## src/design/cache_dma_pkg.sv

```systemverilog
// cache-side DMA types and block geometry, imported by the adapters, endpoint and top
`default_nettype none

package cache_dma_pkg;

  // byte address and data word sizes
  localparam int DMA_ADDR_WIDTH = 16;
  localparam int DMA_DATA_WIDTH = 32;

  // one block is a burst of words
  localparam int BURST_LEN = 4;
  localparam int BURST_LOG2 = $clog2(BURST_LEN);
  localparam int WORD_OFFSET = $clog2(DMA_DATA_WIDTH / 8);

  // endpoint memory, indexed by word
  localparam int MEM_WORDS = 256;
  localparam int MEM_ADDR_WIDTH = $clog2(MEM_WORDS);
  localparam int BLOCK_IDX_WIDTH = MEM_ADDR_WIDTH - BURST_LOG2;

  // mask has one bit per word of the block
  typedef struct packed {
    logic                      write_not_read;
    logic [DMA_ADDR_WIDTH-1:0] addr;
    logic [BURST_LEN-1:0]      mask;
  } dma_pkt_s;

  typedef struct packed {
    logic                      v;
    logic [DMA_DATA_WIDTH-1:0] data;
  } dma_data_s;

endpackage

`default_nettype wire

```

## src/design/wh_flit_pkg.sv

```systemverilog
// wormhole link definitions shared by the adapters, the arbiter and the memory endpoint
`default_nettype none

package wh_flit_pkg;

  // a flit carries exactly one DMA data word
  localparam int FLIT_WIDTH = cache_dma_pkg::DMA_DATA_WIDTH;
  localparam int CID_WIDTH = 1;
  localparam int LEN_WIDTH = 4;
  localparam int OPCODE_WIDTH = 2;

  typedef enum logic [OPCODE_WIDTH-1:0] {
    e_wh_read,
    e_wh_write_non_masked,
    e_wh_write_masked,
    e_wh_read_resp
  } wh_opcode_e;

  // len counts the flits that follow the header
  typedef struct packed {
    wh_opcode_e                                           opcode;
    logic [LEN_WIDTH-1:0]                                 len;
    logic [CID_WIDTH-1:0]                                 src_cid;
    logic [FLIT_WIDTH-OPCODE_WIDTH-LEN_WIDTH-CID_WIDTH-1:0] unused;
  } wh_header_s;

  typedef union packed {
    wh_header_s            hdr;
    logic [FLIT_WIDTH-1:0] raw;
  } wh_flit_u;

  // forward half of a link, ready runs the other way
  typedef struct packed {
    logic     v;
    wh_flit_u flit;
  } wh_link_s;

endpackage

`default_nettype wire

```

## src/design/wh_packet_arbiter.sv

```systemverilog
// round-robin arbiter that locks the shared request link to one packet at a time
`default_nettype none

module wh_packet_arbiter
  import wh_flit_pkg::*;
(
  input  wire logic     clk_i,
  input  wire logic     reset_i,
  input  wire wh_link_s req_link_i [2],
  output logic [1:0]    req_ready_o,
  output wh_link_s      mem_link_o,
  input  wire logic     mem_ready_i
);

  logic                 prio_r;
  logic                 held_r;
  logic                 grant_r;
  logic [LEN_WIDTH-1:0] count_r;
  logic                 sel;
  logic                 xfer;

  // while idle the preferred requester wins if it has a flit
  always_comb begin
    if (held_r) begin
      sel = grant_r;
    end else if (req_link_i[prio_r].v) begin
      sel = prio_r;
    end else begin
      sel = ~prio_r;
    end
    mem_link_o = req_link_i[sel];
    req_ready_o = '0;
    req_ready_o[sel] = mem_ready_i;
  end

  assign xfer = mem_link_o.v & mem_ready_i;

  always_ff @(posedge clk_i) begin
    if (reset_i) begin
      prio_r <= 1'b0;
      held_r <= 1'b0;
      grant_r <= 1'b0;
      count_r <= '0;
    end else if (xfer) begin
      if (!held_r) begin
        // header flit, lock on for len more flits
        held_r <= 1'b1;
        grant_r <= sel;
        prio_r <= ~sel;
        count_r <= mem_link_o.flit.hdr.len;
      end else begin
        count_r <= count_r - 1'b1;
        if (count_r == LEN_WIDTH'(1)) held_r <= 1'b0;
      end
    end
  end

endmodule

`default_nettype wire

```

## config.mk

```make
export PLATFORM = sky130hd
export DESIGN_NAME = wh_packet_arbiter
export DESIGN_NICKNAME = d
export VERILOG_FILES = /design/src/design/cache_dma_pkg.sv /design/src/design/wh_flit_pkg.sv /design/src/design/wh_packet_arbiter.sv
export SDC_FILE = /design/constraint.sdc
export NUM_CORES = 1
export LEC_CHECK = 0
export ABC_AREA = 0
export BUFFER_PORTS_ARGS = -buffer_cell sky130_fd_sc_hd__buf_2
export CAP_MARGIN = 25
export CORE_MARGIN = 1.5
export CORE_UTILIZATION = 34
export CTS_CLUSTER_DIAMETER = 120
export DETAILED_ROUTE_END_ITERATION = 12
export PLACE_DENSITY = 0.81
export SLEW_MARGIN = 15
export SYNTH_ARGS = -nofsm -noshare
export SYNTH_HDL_FRONTEND = slang
export SYNTH_SLANG_ARGS = --single-unit
export TNS_END_PERCENT = 20
```

## constraint.sdc

```tcl
create_clock -name clk_i -period 2.3 [get_ports clk_i]
set_input_delay 0.46 -clock clk_i [delete_from_list [all_inputs] [get_ports clk_i]]
set_output_delay 0.46 -clock clk_i [all_outputs]
set_load 0.05 [all_outputs]
```

Word-level counts from Yosys, hierarchy flattened
Index checks and enable logic that the tools add are counted.
Word-level totals
  bits in registers: 7
  input port bits: 69
  logic and storage cells: 32
Operators by class
  add/sub/neg operators: 1
  order comparisons: 4
  equal/unequal tests: 1
  mux-type cells: 13
  bitwise logic cells: 7
  reduce and logical (&&, ||, !) cells: 2
Operator list (number)
  33-bit 2-to-1 mux: 6
  1-bit 2-to-1 mux: 5
  4-bit by 1-bit == test with 1-bit output, second input constant: 1
  2-bit greater-or-equal comparator, second input constant: 2
  4-bit 2-to-1 mux: 1
  1-bit NOT with 2-bit output: 2
  4-bit by 1-bit subtractor with 4-bit output, second input constant: 1
  1-bit NOT: 3
  2-bit bitwise AND: 1
  1-bit by 2-bit less-than comparator with 1-bit output, second input constant: 1
  2-bit AND reduction: 1
  1-bit bitwise AND: 1
  1-bit demux with 1-bit select: 1
  1-bit greater-or-equal comparator, second input constant: 1
  1-bit logical AND: 1

Longest topological paths before layout
  depth after elaboration: 12
  gate-level depth with buffers: 6

Least setup slack after synthesis
OpenSTA, ideal clock, no wires.
  path type: input-to-output
  start: in req_link_i[32] (netlist name)
  end: out mem_link_o[29] (netlist name)
  arrival: 1.825 ns
  setup slack: 0.015 ns
  stages on the path: 5
  buffers on the path: 1
  cell sequence: nand2b_1 and2_4 mux2i_4 buf_8 mux2_1
RTL lines
  start: declaration: line wh_packet_arbiter.sv:9  | input wire wh_link_s req_link_i [2],
  end: declaration: line wh_packet_arbiter.sv:11  | output wh_link_s mem_link_o,

==> impl_results.md <==
- DR WL/cell: just over 20 µm
- N_diodes: 0
- Core Area: 0.00257 mm²
- Mapped cell area: approximately 950 µm²
- CTS buffer count: 3
- DR iter-0 viols: 76
- Tightest Pin Transition: just over 0.3 ns
- Gate power share: 76.2%
- RD Place Congestion: 0.757
- CP delay by family, top: multiplexers
- Leak: 1.03 nW
- First-pass GRT wire length: 6.00 mm
- Final setup viols: 33
- Pwr/cell area: 562 mW/mm²
- Period Utilization, post-route: 104%
- Netlist cell types: 34
- Critical path arrival: 1.94 ns
- Failing checks: negative setup slack
- Latest clock arrival within the worst-skew pair: approximately 0.27 ns
- Startpoint types: flop
- Seq/Total Area, Yosys: 14.8%
- CTS Buffer Depth: 2
- Worst-path clk slew: 0.05 ns
- Drc violations: 0
- Fmax: 417 MHz
- Filler cells: 158
- H-tree levels: 1
- Pins Over Slew Limit: 0
- DIE WIDTH: 55.8 µm
- Vias post-DR: 1,339
- Crit. End Element: primary output
- Crit path cell chain: nand2b_4 -> and2_4 -> mux2i_4 -> buf_6 -> clkbuf_16 -> mux2_4 -> buf_8
- Final Hold Vio Count: 0
- Setup CP Type: reg2out
- Clock power share: 11.1%
- Slew HR: 79.3%
- I/O pin total: roughly 100
- Status: complete, but fails checks
- CTS Root Cell: clkbuf_4
- Cell Area, Placed: about 0.0015 mm²
- Avg Cell Area, Syn: 9.38 µm²
- NumNets Final: approximately 290
- IO Port Bufs: 103
- Final HPWL DP: 2.46 mm
- Total length of routed wires: 4.91 mm
- Cell Rows: 18
- Syn nets: 172
- Hold_buf cts: 0
- Grt ovf: 0
- Cell area after layout: 0.00200 mm²
- Avg Vias per Cell: 5.49
- Max VDD drop: 0.428 mV
- Worst Hold Class: in2reg
- Vias in the first global route: approximately 1,300
- Hold slack: approximately 0.47 ns
- Sw Share: 46.7%
- Synth Warn #: 0
- Pre-antenna DRT Iters: 5
- CTS sink count: 7
- Sequential Power Share: 12.7%
- Max-Cap Viols: 0
- CTS tree: built
- Die height: 55.8 µm
- Setup Skew: 0.00600 ns
- Switching power: 0.525 mW
- Share of layout cells above drive strength 1: 75.2%
- Post-Layout Cell Count: 244
- Critical path required time: 1.84 ns
- Overall Global Routing Usage: 24.3%
- Tot Pwr: 1.12 mW
- Initial core utilization: a little under two fifths
- Final Util: 77.8%
- Setup ws final: -0.0961 ns
- Critical path fanouts, max: 6
- Largest net degree at the start of global routing: 18
- Critical Path Max Stage Delay: approximately 0.34 ns
- Dpl cells: 233
- Final min period: between 2 and 2.5 ns
- Slowest CP cell: dfxtp_2
- Internal: 0.598 mW
- RSZ-0062 raised after global routing: yes
- Antenna-violating nets left: 0
- Gate Count Post-Synth: 101
- P&R area growth vs syn: 111%
- Crit path buffers/inverters: 3
- Die ar.: 0.00311 mm²
- FF+latch count, synth: 7
- Initial antenna violation count: 0
## power by group through the flow
stage | Sequential [mW] | Clock (mW) | Combinational (mW)
6_report | 0.143 | 0.124 | 0.856
5_1_grt | 0.144 | 0.129 | 0.885
4_1_cts | 0.141 | 0.121 | 0.727
3_5_place_dp | 0.144 | 0 | 0.596
3_3_place_gp | 0.144 | 0 | 0.591
2_1_floorplan | 0.140 | 0 | 0.465
## cells in the final DEF (no fill, tap or decap), types with 3 or more instances in the layout
master     count
buf_2         70
buf_8         20
mux2_4        19
buf_6         16
mux2_2        13
inv_1          6
dfxtp_1        6
buf_4          6
nand3b_1       5
nor2_1         4
o21ai_0        4
a21oi_1        4
nand2_1        3
clkbuf_4       3
clkbuf_16      3
## cell families after synthesis
group	share of synthesized area (%)
multiplexers	42.7
AND/OR/NAND/NOR	17.6
AO/OA/AOI/OAI	13.5
buffers and inverters	8.85
flip-flops	14.8
adder cells (fa/ha/maj)	2.64
## worst paths after layout
kind                                               from                       to  slack (ns)  cells past startpoint
worst max-delay path                prio_r$_SDFFE_PP0P_            mem_link_o[4]        -0.1                      7
worst min-delay path                            reset_i  count_r[3]$_SDFFE_PP0P_        0.47                      2
worst max register to register     grant_r$_SDFFE_PP0P_      held_r$_SDFFE_PP0P_        0.88                      4
worst min register to register  count_r[3]$_SDFFE_PP0P_  count_r[3]$_SDFFE_PP0P_        0.51                      2
## flip-flops by register name (all words and copies together) (netlist names)
register,count
prio_r,1
count_r,4
held_r,1
grant_r,1
## through the flow
stage,TNS [ns],worst slack (ns)
finish,-2.41,-0.0961
global route,-3.27,-0.122
CTS,-0.879,-0.0381
detailed placement,0,0.0245
global placement,0,0.0397
floorplan,0,0.0153
## synthesized netlist by cell type (all sizes together)
master	number	area [µm²]
clkbuf	2	7.51
nor2b	2	12.5
nor3	1	5.00
nand4b	2	17.5
a31o	1	8.76
and3	2	15.0
a21o	1	7.51
mux2i	2	32.5
nand2b	3	21.3
a32oi	1	8.76
inv	6	22.5
nor2	4	15.0
a21oi	4	20.0
o32ai	1	8.76
nand2	3	11.3
o21ai	4	20.0
and2	2	15.0
or2	1	6.26
nor4bb	1	10.0
a211oi	2	15.0
ha	2	25.0
o311a	1	11.3
nand3b	5	37.5
dfxtp	7	140
mux2	33	372
a211o	3	27.5
buf	5	53.8
## final cells by class
type,count,area [µm²],area share (%)
multi-input cells,81,800,40.0
inverters,6,22.5,1.13
well taps,30,37.5,1.88
clock buffers,4,26.3,1.31
flip-flops and latches,7,141,7.08
repair buffers,116,971,48.6
## layer usage
| layer | GRT usage (%) | up-vias | share of wire (%) |
|---|---|---|---|
| met1 | 26.5 | 624 | 35 |
| met2 | 42.9 | 95 | 51 |
| li1 | - | 600 | - |
| met5 | 0 | - | 0 |
| met3 | 8.60 | 20 | 9.8 |
| met4 | 9.41 | 0 | 4.9 |
## repair_timing
action,4_1_cts,5_1_grt
resized for setup,70,41
pin swaps,0,0
gates cloned,1,3
hold endpoints to repair,0,0
setup buffers,2,2
endpoints found under the setup margin,33,34
No activity file was read; power rests on OpenSTA's default activity.
