<file path="src/design/cache_dma_pkg.sv">
// cache-side DMA types and block geometry, imported by the adapters, endpoint and top
`default_nettype none

package cache_dma_pkg;

  // byte address and data word sizes
  localparam int DMA_ADDR_WIDTH = 16;
  localparam int DMA_DATA_WIDTH = 32;

  // one block is a burst of words
  localparam int BURST_LEN = 4;
  localparam int BURST_LOG2 = $clog2(BURST_LEN);
  localparam int WORD_OFFSET = $clog2(DMA_DATA_WIDTH / 8);

  // endpoint memory, indexed by word
  localparam int MEM_WORDS = 256;
  localparam int MEM_ADDR_WIDTH = $clog2(MEM_WORDS);
  localparam int BLOCK_IDX_WIDTH = MEM_ADDR_WIDTH - BURST_LOG2;

  // mask has one bit per word of the block
  typedef struct packed {
    logic                      write_not_read;
    logic [DMA_ADDR_WIDTH-1:0] addr;
    logic [BURST_LEN-1:0]      mask;
  } dma_pkt_s;

  typedef struct packed {
    logic                      v;
    logic [DMA_DATA_WIDTH-1:0] data;
  } dma_data_s;

endpackage

`default_nettype wire

</file>
<file path="src/design/wh_flit_pkg.sv">
// wormhole link definitions shared by the adapters, the arbiter and the memory endpoint
`default_nettype none

package wh_flit_pkg;

  // a flit carries exactly one DMA data word
  localparam int FLIT_WIDTH = cache_dma_pkg::DMA_DATA_WIDTH;
  localparam int CID_WIDTH = 1;
  localparam int LEN_WIDTH = 4;
  localparam int OPCODE_WIDTH = 2;

  typedef enum logic [OPCODE_WIDTH-1:0] {
    e_wh_read,
    e_wh_write_non_masked,
    e_wh_write_masked,
    e_wh_read_resp
  } wh_opcode_e;

  // len counts the flits that follow the header
  typedef struct packed {
    wh_opcode_e                                           opcode;
    logic [LEN_WIDTH-1:0]                                 len;
    logic [CID_WIDTH-1:0]                                 src_cid;
    logic [FLIT_WIDTH-OPCODE_WIDTH-LEN_WIDTH-CID_WIDTH-1:0] unused;
  } wh_header_s;

  typedef union packed {
    wh_header_s            hdr;
    logic [FLIT_WIDTH-1:0] raw;
  } wh_flit_u;

  // forward half of a link, ready runs the other way
  typedef struct packed {
    logic     v;
    wh_flit_u flit;
  } wh_link_s;

endpackage

`default_nettype wire

</file>
<file path="src/design/dma_to_wormhole.sv">
// per-cache adapter: DMA packets out as wormhole request flits, return flits back as fill data
`default_nettype none

module dma_to_wormhole
  import cache_dma_pkg::*;
  import wh_flit_pkg::*;
#(
  parameter logic [CID_WIDTH-1:0] src_cid_p = '0
) (
  input  wire logic      clk_i,
  input  wire logic      reset_i,
  input  wire dma_pkt_s  dma_pkt_i,
  input  wire logic      dma_pkt_v_i,
  output logic           dma_pkt_ready_o,
  input  wire dma_data_s dma_wdata_i,
  output logic           dma_wdata_ready_o,
  output dma_data_s      dma_rdata_o,
  input  wire logic      dma_rdata_ready_i,
  output wh_link_s       req_link_o,
  input  wire logic      req_ready_i,
  input  wire wh_link_s  ret_link_i,
  output logic           ret_ready_o
);

  typedef enum logic [2:0] {
    e_send_reset,
    e_send_header,
    e_send_addr,
    e_send_mask,
    e_send_data
  } send_state_e;

  typedef enum logic [1:0] {
    e_recv_reset,
    e_recv_ready,
    e_recv_data
  } recv_state_e;

  send_state_e send_state_r, send_state_n;
  recv_state_e recv_state_r, recv_state_n;

  // two-entry packet queue, keeps writeback->fill free of bubbles
  dma_pkt_s   pkt_q_mem [2];
  logic       pkt_q_wptr_r, pkt_q_rptr_r;
  logic [1:0] pkt_q_cnt_r;
  logic       pkt_q_enq, pkt_q_deq, pkt_q_v;
  dma_pkt_s   pkt_q_head;

  assign dma_pkt_ready_o = (pkt_q_cnt_r != 2'd2);
  assign pkt_q_enq = dma_pkt_v_i & dma_pkt_ready_o;
  assign pkt_q_v = (pkt_q_cnt_r != 2'd0);
  assign pkt_q_head = pkt_q_mem[pkt_q_rptr_r];

  // return flit queue
  wh_flit_u   ret_q_mem [2];
  logic       ret_q_wptr_r, ret_q_rptr_r;
  logic [1:0] ret_q_cnt_r;
  logic       ret_q_enq, ret_q_deq, ret_q_v;

  assign ret_ready_o = (ret_q_cnt_r != 2'd2);
  assign ret_q_enq = ret_link_i.v & ret_ready_o;
  assign ret_q_v = (ret_q_cnt_r != 2'd0);

  always_ff @(posedge clk_i) begin
    if (pkt_q_enq) begin
      pkt_q_mem[pkt_q_wptr_r] <= dma_pkt_i;
    end
    if (ret_q_enq) begin
      ret_q_mem[ret_q_wptr_r] <= ret_link_i.flit;
    end
  end

  // burst counters for the outgoing and returning data
  logic [BURST_LOG2-1:0] send_beat_r, recv_beat_r;
  logic                  send_beat_last, recv_beat_last;
  logic                  send_beat_up, recv_beat_up;

  assign send_beat_last = (send_beat_r == BURST_LOG2'(BURST_LEN - 1));
  assign recv_beat_last = (recv_beat_r == BURST_LOG2'(BURST_LEN - 1));

  // header depends on the packet at the queue head
  wh_header_s hdr_flit;
  logic       mask_all_one;

  assign mask_all_one = &pkt_q_head.mask;

  always_comb begin
    hdr_flit = '0;
    hdr_flit.src_cid = src_cid_p;
    if (!pkt_q_head.write_not_read) begin
      hdr_flit.opcode = e_wh_read;
      hdr_flit.len = LEN_WIDTH'(1);
    end else if (mask_all_one) begin
      hdr_flit.opcode = e_wh_write_non_masked;
      hdr_flit.len = LEN_WIDTH'(1 + BURST_LEN);
    end else begin
      hdr_flit.opcode = e_wh_write_masked;
      hdr_flit.len = LEN_WIDTH'(2 + BURST_LEN);
    end
  end

  always_comb begin
    send_state_n = send_state_r;
    pkt_q_deq = 1'b0;
    send_beat_up = 1'b0;
    dma_wdata_ready_o = 1'b0;
    req_link_o.v = 1'b0;
    req_link_o.flit.raw = dma_wdata_i.data;
    case (send_state_r)
      e_send_reset: send_state_n = e_send_header;
      e_send_header: begin
        req_link_o.flit.hdr = hdr_flit;
        req_link_o.v = pkt_q_v;
        if (pkt_q_v && req_ready_i) send_state_n = e_send_addr;
      end
      e_send_addr: begin
        req_link_o.flit.raw = FLIT_WIDTH'(pkt_q_head.addr);
        req_link_o.v = pkt_q_v;
        if (pkt_q_v && req_ready_i) begin
          // a masked write stays queued until its mask flit goes out
          if (!pkt_q_head.write_not_read) begin
            pkt_q_deq = 1'b1;
            send_state_n = e_send_header;
          end else if (mask_all_one) begin
            pkt_q_deq = 1'b1;
            send_state_n = e_send_data;
          end else begin
            send_state_n = e_send_mask;
          end
        end
      end
      e_send_mask: begin
        req_link_o.flit.raw = FLIT_WIDTH'(pkt_q_head.mask);
        req_link_o.v = pkt_q_v;
        if (pkt_q_v && req_ready_i) begin
          pkt_q_deq = 1'b1;
          send_state_n = e_send_data;
        end
      end
      e_send_data: begin
        req_link_o.v = dma_wdata_i.v;
        dma_wdata_ready_o = req_ready_i;
        if (dma_wdata_i.v && req_ready_i) begin
          send_beat_up = 1'b1;
          if (send_beat_last) send_state_n = e_send_header;
        end
      end
      default: send_state_n = e_send_header;
    endcase
  end

  always_comb begin
    recv_state_n = recv_state_r;
    ret_q_deq = 1'b0;
    recv_beat_up = 1'b0;
    dma_rdata_o.v = 1'b0;
    dma_rdata_o.data = ret_q_mem[ret_q_rptr_r].raw;
    case (recv_state_r)
      e_recv_reset: recv_state_n = e_recv_ready;
      e_recv_ready: begin
        // drop the response header
        ret_q_deq = ret_q_v;
        if (ret_q_v) recv_state_n = e_recv_data;
      end
      e_recv_data: begin
        dma_rdata_o.v = ret_q_v;
        ret_q_deq = ret_q_v & dma_rdata_ready_i;
        recv_beat_up = ret_q_deq;
        if (ret_q_deq && recv_beat_last) recv_state_n = e_recv_ready;
      end
      default: recv_state_n = e_recv_ready;
    endcase
  end

  always_ff @(posedge clk_i) begin
    if (reset_i) begin
      send_state_r <= e_send_reset;
      recv_state_r <= e_recv_reset;
      pkt_q_wptr_r <= 1'b0;
      pkt_q_rptr_r <= 1'b0;
      pkt_q_cnt_r <= 2'd0;
      ret_q_wptr_r <= 1'b0;
      ret_q_rptr_r <= 1'b0;
      ret_q_cnt_r <= 2'd0;
      send_beat_r <= '0;
      recv_beat_r <= '0;
    end else begin
      send_state_r <= send_state_n;
      recv_state_r <= recv_state_n;
      pkt_q_wptr_r <= pkt_q_wptr_r ^ pkt_q_enq;
      pkt_q_rptr_r <= pkt_q_rptr_r ^ pkt_q_deq;
      pkt_q_cnt_r <= pkt_q_cnt_r + 2'(pkt_q_enq) - 2'(pkt_q_deq);
      ret_q_wptr_r <= ret_q_wptr_r ^ ret_q_enq;
      ret_q_rptr_r <= ret_q_rptr_r ^ ret_q_deq;
      ret_q_cnt_r <= ret_q_cnt_r + 2'(ret_q_enq) - 2'(ret_q_deq);
      if (send_beat_up) send_beat_r <= send_beat_last ? '0 : send_beat_r + 1'b1;
      if (recv_beat_up) recv_beat_r <= recv_beat_last ? '0 : recv_beat_r + 1'b1;
    end
  end

endmodule

`default_nettype wire

</file>
<file path="config.mk">
export PLATFORM = sky130hd
export DESIGN_NAME = dma_to_wormhole
export DESIGN_NICKNAME = d
export VERILOG_FILES = /design/src/design/cache_dma_pkg.sv /design/src/design/wh_flit_pkg.sv /design/src/design/dma_to_wormhole.sv
export SDC_FILE = /design/constraint.sdc
export NUM_CORES = 1
export LEC_CHECK = 0
export ABC_AREA = 1
export BUFFER_PORTS_ARGS = -buffer_cell sky130_fd_sc_hd__buf_2
export CAP_MARGIN = 20
export CORE_UTILIZATION = 50
export DETAILED_ROUTE_END_ITERATION = 7
export PLACE_DENSITY = 0.78
export SETUP_SLACK_MARGIN = 0.4
export SLEW_MARGIN = 25
export SYNTH_ARGS = -nofsm -noshare
export SYNTH_HDL_FRONTEND = slang
export SYNTH_SLANG_ARGS = --single-unit
</file>
<file path="constraint.sdc">
create_clock -name clk_i -period 3.1 [get_ports clk_i]
set_input_delay 0.31 -clock clk_i [delete_from_list [all_inputs] [get_ports clk_i]]
set_output_delay 0.31 -clock clk_i [all_outputs]
set_load 0.03 [all_outputs]
</file>
Yosys cells after proc, flatten, opt, wreduce, memory -nomap -nowiden --
Memories as Yosys holds them, arrays and structs flattened. A register that Yosys moved wholly into a read port is not among the register bits. Index checks and enable logic that the tools add are counted.
Operators by class: add/sub/neg operators 6, eq/ne operators 17, multiplexer cells 34, bitwise logic cells 7, reduce and logical (&&, ||, !) cells 9
Operators with widths (number):
- 32-bit one-hot mux with 3 select lines | 1
- 3-bit 2-to-1 mux | 7
- 2-bit != test, second input constant | 9
- 1-bit 2-to-1 mux | 15
- 6-bit 2-to-1 mux | 2
- 3-bit one-hot mux with 4 select lines | 1
- 2-bit 2-to-1 mux | 4
- 2-bit equality test, second input constant | 3
- 3-bit by 2-bit equality test with 1-bit output, second input constant | 2
- 1-bit one-hot mux with 2 select lines | 3
- 5-bit AND reduction | 1
- 2-bit by 1-bit adder with 2-bit output | 2
- 2-bit by 1-bit adder with 2-bit output, second input constant | 2
- 2-bit one-hot mux with 2 select lines | 1
- 4-bit AND reduction | 1
- 2-bit nonzero test | 2
- 2-bit by 1-bit subtractor with 2-bit output | 2
- 1-bit XOR | 4
- 1-bit bitwise AND | 3
- 3-bit by 1-bit equality test with 1-bit output, second input constant | 1
- 3-bit equality test, second input constant | 1
- 1-bit logical AND | 3
- 3-bit OR reduction | 1
- 2-bit by 1-bit equality test with 1-bit output, second input constant | 1
- 2-bit AND reduction | 1
Storage, ports and cells: flip-flop bits (word level) 17, memory bits (writable) 106, input port bits 92, output and inout bits 69, logic and storage cells 85, memories kept 2
Memories:
- ret_q_mem | depth 2, width 32, rd ports 1, clocked after Yosys merged registers in 1, write ports 1, RTL line dma_to_wormhole.sv:55 | wh_flit_u ret_q_mem [2];
- pkt_q_mem | depth 2, width 21, rd ports 1, clocked after Yosys merged registers in 1, write ports 1, RTL line dma_to_wormhole.sv:43 | dma_pkt_s pkt_q_mem [2];

Longest topological paths before layout --
depth in word-level cells 7, depth in mapped cells 15, mapped depth without buffers 14

Least setup slack after synthesis --
OpenSTA, ideal clock, no wires.
kind flip-flop to flip-flop, from register recv_state_r[0], to register ret_q_cnt_r[1], library setup time 0.070 ns, arrival 1.995 ns, required time 3.030 ns, setup slack 1.035 ns, cell stages (with the launch flop) 13, path buffers 0, clock period less this slack 2.065 ns, cell sequence dfxtp_1 > inv_1 > ha_1 > inv_1 > nor2_2 > nand2_1 > a21oi_2 > ha_1 > inv_1 > ha_1 > xor2_1 > o21ai_0 > a21oi_1
Between the ends: longest elaborated chain between the ends 3, elaborated cells on any way between the ends 4, those cells by class add/sub (1); eq/ne (2); mux (1)
Ends and longest elaborated chain:
- start, declared | RTL line dma_to_wormhole.sv:40 | recv_state_e recv_state_r, recv_state_n;
- start signal, assigned | RTL line dma_to_wormhole.sv:178 | recv_state_r <= e_recv_reset;
- start signal, assigned | RTL line dma_to_wormhole.sv:189 | recv_state_r <= recv_state_n;
- 2-bit equality test or 2-bit by 1-bit equality test with 1-bit output (tied branches) | RTL line dma_to_wormhole.sv:158 | case (recv_state_r)
- 1-bit one-hot mux with 2 select lines * | RTL line dma_to_wormhole.sv:158
- 2-bit by 1-bit subtractor with 2-bit output * | RTL line dma_to_wormhole.sv:195 | ret_q_cnt_r <= ret_q_cnt_r + 2'(ret_q_enq) - 2'(ret_q_deq);
- end signal, assigned | RTL line dma_to_wormhole.sv:195
- end, declared | RTL line dma_to_wormhole.sv:57 | logic [1:0] ret_q_cnt_r;
Every way passes the cells marked *; elsewhere a longest branch is shown, timed or not. A chain may end at the register's enable or synchronous reset.

==> impl_metrics.csv <==
group,metric,value,unit
run_status,outcome,"finished, violations left",
run_status,violations,"DRC",
critical_path,critical_path.startpoint_type,"register",
cts,tritoncts_clock_tree,"yes",
critical_path,worst_path_largest_cell_delay,0.73,ns
power,p_comb_share,35.8,%
global_route,antenna_violations_before_repair,0,
yosys,synthDominantCellAreaShare,60.7,%
critical_path,critical_path.n_buffers_inverters,2,
power,power_leakage,0.00334,uW
timing,worst_slew_pin_slew,0.990,ns
timing,rsz0062_at_grt,"false",
timing,finalSetupViolations,0,
critical_path,r2r_setup_slack,0.95,ns
route,drt_wl_total,11600,um
critical_path,crit_path_max_fanout,32,
cts,cts_max_path_buffers,2,
power,vdd.ir_drop.worst,543,uV
timing,finalHoldViolations,0,
yosys,number_of_library_cell_types_mapped_by_synthesis,30,
yosys,synth_ff_type,"edfxtp_1",
yosys,seq_area_frac_synth,67.1,%
route,route.detailed.wl_per_inst,13.6,um
layout,final_design_area_no_fill,0.00723,mm^2
route,final_antenna_net_count,0,
cts,cts_made_buffers,17,
power,netSwitchingPower,2410,uW
layout,postLayoutCoreUtil,70.7,%
global_route,grt.overflow.total,0,
placed_design,placed_area,0.00617,mm^2
worst_hold_path,hold_class,"input pin to register",
cts,htreeDepth,4,
critical_path,worst_reg2reg_startpoint,"pkt_q_rptr_r$_SDFF_PP0_",
cts,cts_setup_buffers,0,
critical_path,required,2.79,ns
layout,area.growth.synth_to_final,37.8,%
power,power.share.sequential,34.8,%
placed_design,gpl.final_weighted_congestion,0.837,
floorplan,num_io_pins,161,
critical_path,critical_path.most_common_cell,"nand2_1",
yosys,postSynthCellCount,485,
yosys,synthArstFlopShare,0,%
yosys,synth_area_leader_cell,"edfxtp_1",
floorplan,floorplan.die.width,104,um
route,remaining_drc_errors,2,
route,first_pass_iteration_count_of_the_detailed_router,7,
critical_path,timing.critical_path.to_type,"output port",
cts,root_buffer,"clkbuf_8",
critical_path,reg2reg_depth,14,
global_route,grt_pass1_vias,4110,
timing,timing.final.max_slew_violations,0,
cts,cts.sink_count,123,
yosys,post_syn_nets,589,
global_route,track_usage,22.4,%
worst_hold_path,timing.hold.worst_path_depth,1,
critical_path,worstSetupPathType,"register to output port",
timing,skew,0.00841,ns
layout,layout-drive-gt1-share,30.5,%
cts,insertion_delay,0.51,ns
route,num_vias,4160,
placed_design,port_buffers,160,
yosys,synth.yosys.warnings,0,
global_route,grt_pass1_wl,18900,um
power,power-per-cell-area,871,mW/mm^2
flow_run,max-cap-violations,0,
worst_hold_path,min-delay-start,"dma_pkt_i[6]",
critical_path,cp.arrival,2.16,ns
layout,finish.net_count,807,
route,drt-vias-per-instance,4.89,
yosys,synth.cell_area,0.00525,mm^2
worst_hold_path,hold_end,"pkt_q_mem[1][6]$_DFFE_PP_",
yosys,synth_edf_count,106,
yosys,post_synth_main_area_contributors,"edfxtp_1 61%, nand2_1 15%, dfxtp_1 6.5%",
floorplan,floorplan.rows,37,
timing,fmaxAchievable,0.405,GHz
critical_path,worst_r2r_endpoint,"pkt_q_cnt_r[1]$_SDFF_PP0_",
critical_path,crit_slowest_cell,"clkinv_1",
timing,whs,0.0329,ns
timing,timing.final.crit_share,79.6,%
power,pwr-share-clk,29.4,%
cts,clk_transition_reported_paths,0.06,ns
yosys,post_synth.cell_area_avg,10.8,um^2
power,switching_share,38.3,%
floorplan,core_region_area,0.0102,mm^2
power,cellInternalPower,3890,uW
floorplan,die_extent_in_y,104,um
floorplan,initial_core_utilization,51.3,%
timing,setup_total_negative_slack,0,ns
global_route,pin_count_of_the_biggest_net_entering_global_routing,35,
critical_path,cp_top_family,"buffers and inverters",
floorplan,floorplan.die_area,0.0109,mm^2
timing,maxSlewHeadroom,34.0,%
critical_path,worstPathCellList,"clkinv_1, nand2_1, nand2_1, buf_2",
layout,fillers,696,
timing,period_needed,2.47,ns
route,detailedRoute.firstIterationViolations,275,
placed_design,half_perimeter_wire_length_after_placement,7580,um
layout,insertedDiodeCount,0,
yosys,postSynthRegisterBits,123,
[power by group through the flow]
stage                     registers, uW  logic, uW  clock network [uW]
after floorplan                    2200       1610                   0
after global placement             2210       2150                   0
after detailed placement           2230       2200                   0
after CTS                          2190       2260                1870
after global routing               2220       2460                1960
final                              2190       2260                1850
[registers in the layout (all words and copies together) (netlist names)]
register and flops:
ret_q_mem 64, pkt_q_mem 42, send_state_r 3, pkt_q_cnt_r 2, recv_beat_r 2, recv_state_r 2, ret_q_cnt_r 2, send_beat_r 2
pkt_q_rptr_r 1, pkt_q_wptr_r 1, ret_q_rptr_r 1, ret_q_wptr_r 1
[worst max path at each step]
stage	end	depth (start not counted)	start	slack, ns
2_1_floorplan	ret_q_cnt_r[1]$_SDFF_PP0_	12	recv_state_r[0]$_SDFFE_PP0P_	1.04
6_report	dma_rdata_o[16]	4	ret_q_rptr_r$_SDFF_PP0_	0.63
5_1_grt	dma_rdata_o[16]	4	ret_q_rptr_r$_SDFF_PP0_	0.45
3_5_place_dp	pkt_q_cnt_r[1]$_SDFF_PP0_	14	pkt_q_rptr_r$_SDFF_PP0_	0.97
4_1_cts	req_link_o[9]	4	send_state_r[1]$_SDFFE_PP0P_	0.68
3_3_place_gp	pkt_q_cnt_r[1]$_SDFF_PP0_	14	pkt_q_rptr_r$_SDFF_PP0_	1.05
[cell families (layout without fill, tap and decap cells)]
family          Yosys count  count (layout)  share of synthesized area (%)
simple gates            249             249                           19.8
fa+ha+maj                12              12                           2.86
flops                   123             123                           67.1
xor+xnor                  2               2                          0.334
buf+inv                  60             290                           4.77
compound gates           39              39                           5.05
[stage by stage]
step / setup WS [ns] / cells / total power, uW
floorplan: 1.04 / 485 / 3820
global placement: 1.05 / 770 / 4360
detailed placement: 0.974 / 770 / 4430
CTS: 0.678 / 850 / 6320
global route: 0.448 / 851 / 6630
finish: 0.634 / 851 / 6300
[area by class of cell]
| class | count | area [um^2] | share of cell area, % |
|---|---|---|---|
| inverter | 44 | 165 | 2.28 |
| multi-input combinational | 302 | 1470 | 20.4 |
| timing repair buffer | 215 | 1340 | 18.5 |
| sequential | 123 | 3520 | 48.7 |
| clock inverter | 13 | 144 | 1.99 |
| clock buffer | 18 | 418 | 5.78 |
| tap | 136 | 170 | 2.35 |
[cell usage after synthesis (2+ instances only)]
master	n
nand2_1	205
edfxtp_1	106
inv_1	40
dfxtp_1	17
nand3_1	14
a22o_1	13
ha_1	12
nor2_1	12
a21oi_1	11
o21ai_0	9
clkbuf_1	8
buf_2	5
inv_2	4
nand2_2	4
a21oi_2	3
buf_6	2
nand2_4	2
nand3_2	2
nor2_4	2
nor3_1	2
nor3_2	2
xor2_1	2
[timing repair]
action	in CTS	in global routing
hold endpoints to repair	98	2
hold buffers	49	1
gates resized for setup	0	0
[cell usage in the layout (no fill, tap or decap), types with 2 or more instances in the layout]
| cell | n |
|---|---|
| buf_2 | 160 |
| nand3_1 | 14 |
| a21oi_2 | 3 |
| nor3_2 | 2 |
| inv_1 | 39 |
| ha_1 | 12 |
| nand2_4 | 2 |
| inv_2 | 4 |
| nor2_1 | 12 |
| nor2_4 | 2 |
| dlygate4sd3_1 | 50 |
| clkbuf_16 | 16 |
| nand2_2 | 4 |
| nand2_1 | 205 |
| dfxtp_1 | 17 |
| clkinv_2 | 3 |
| a22o_1 | 13 |
| nor3_1 | 2 |
| o21ai_0 | 9 |
| inv_6 | 3 |
| buf_4 | 5 |
| xor2_1 | 2 |
| a21oi_1 | 11 |
| clkinv_4 | 4 |
| nand3_2 | 2 |
| bufinv_16 | 2 |
| edfxtp_1 | 106 |
[routing by layer]
metal  GRT usage [%]  part of all wire [%]
met4            6.84                   1.1
met5               0                     0
met2            38.4                    51
met3            7.27                   8.1
met1            26.8                    40
(Power assumes the default switching activity.)
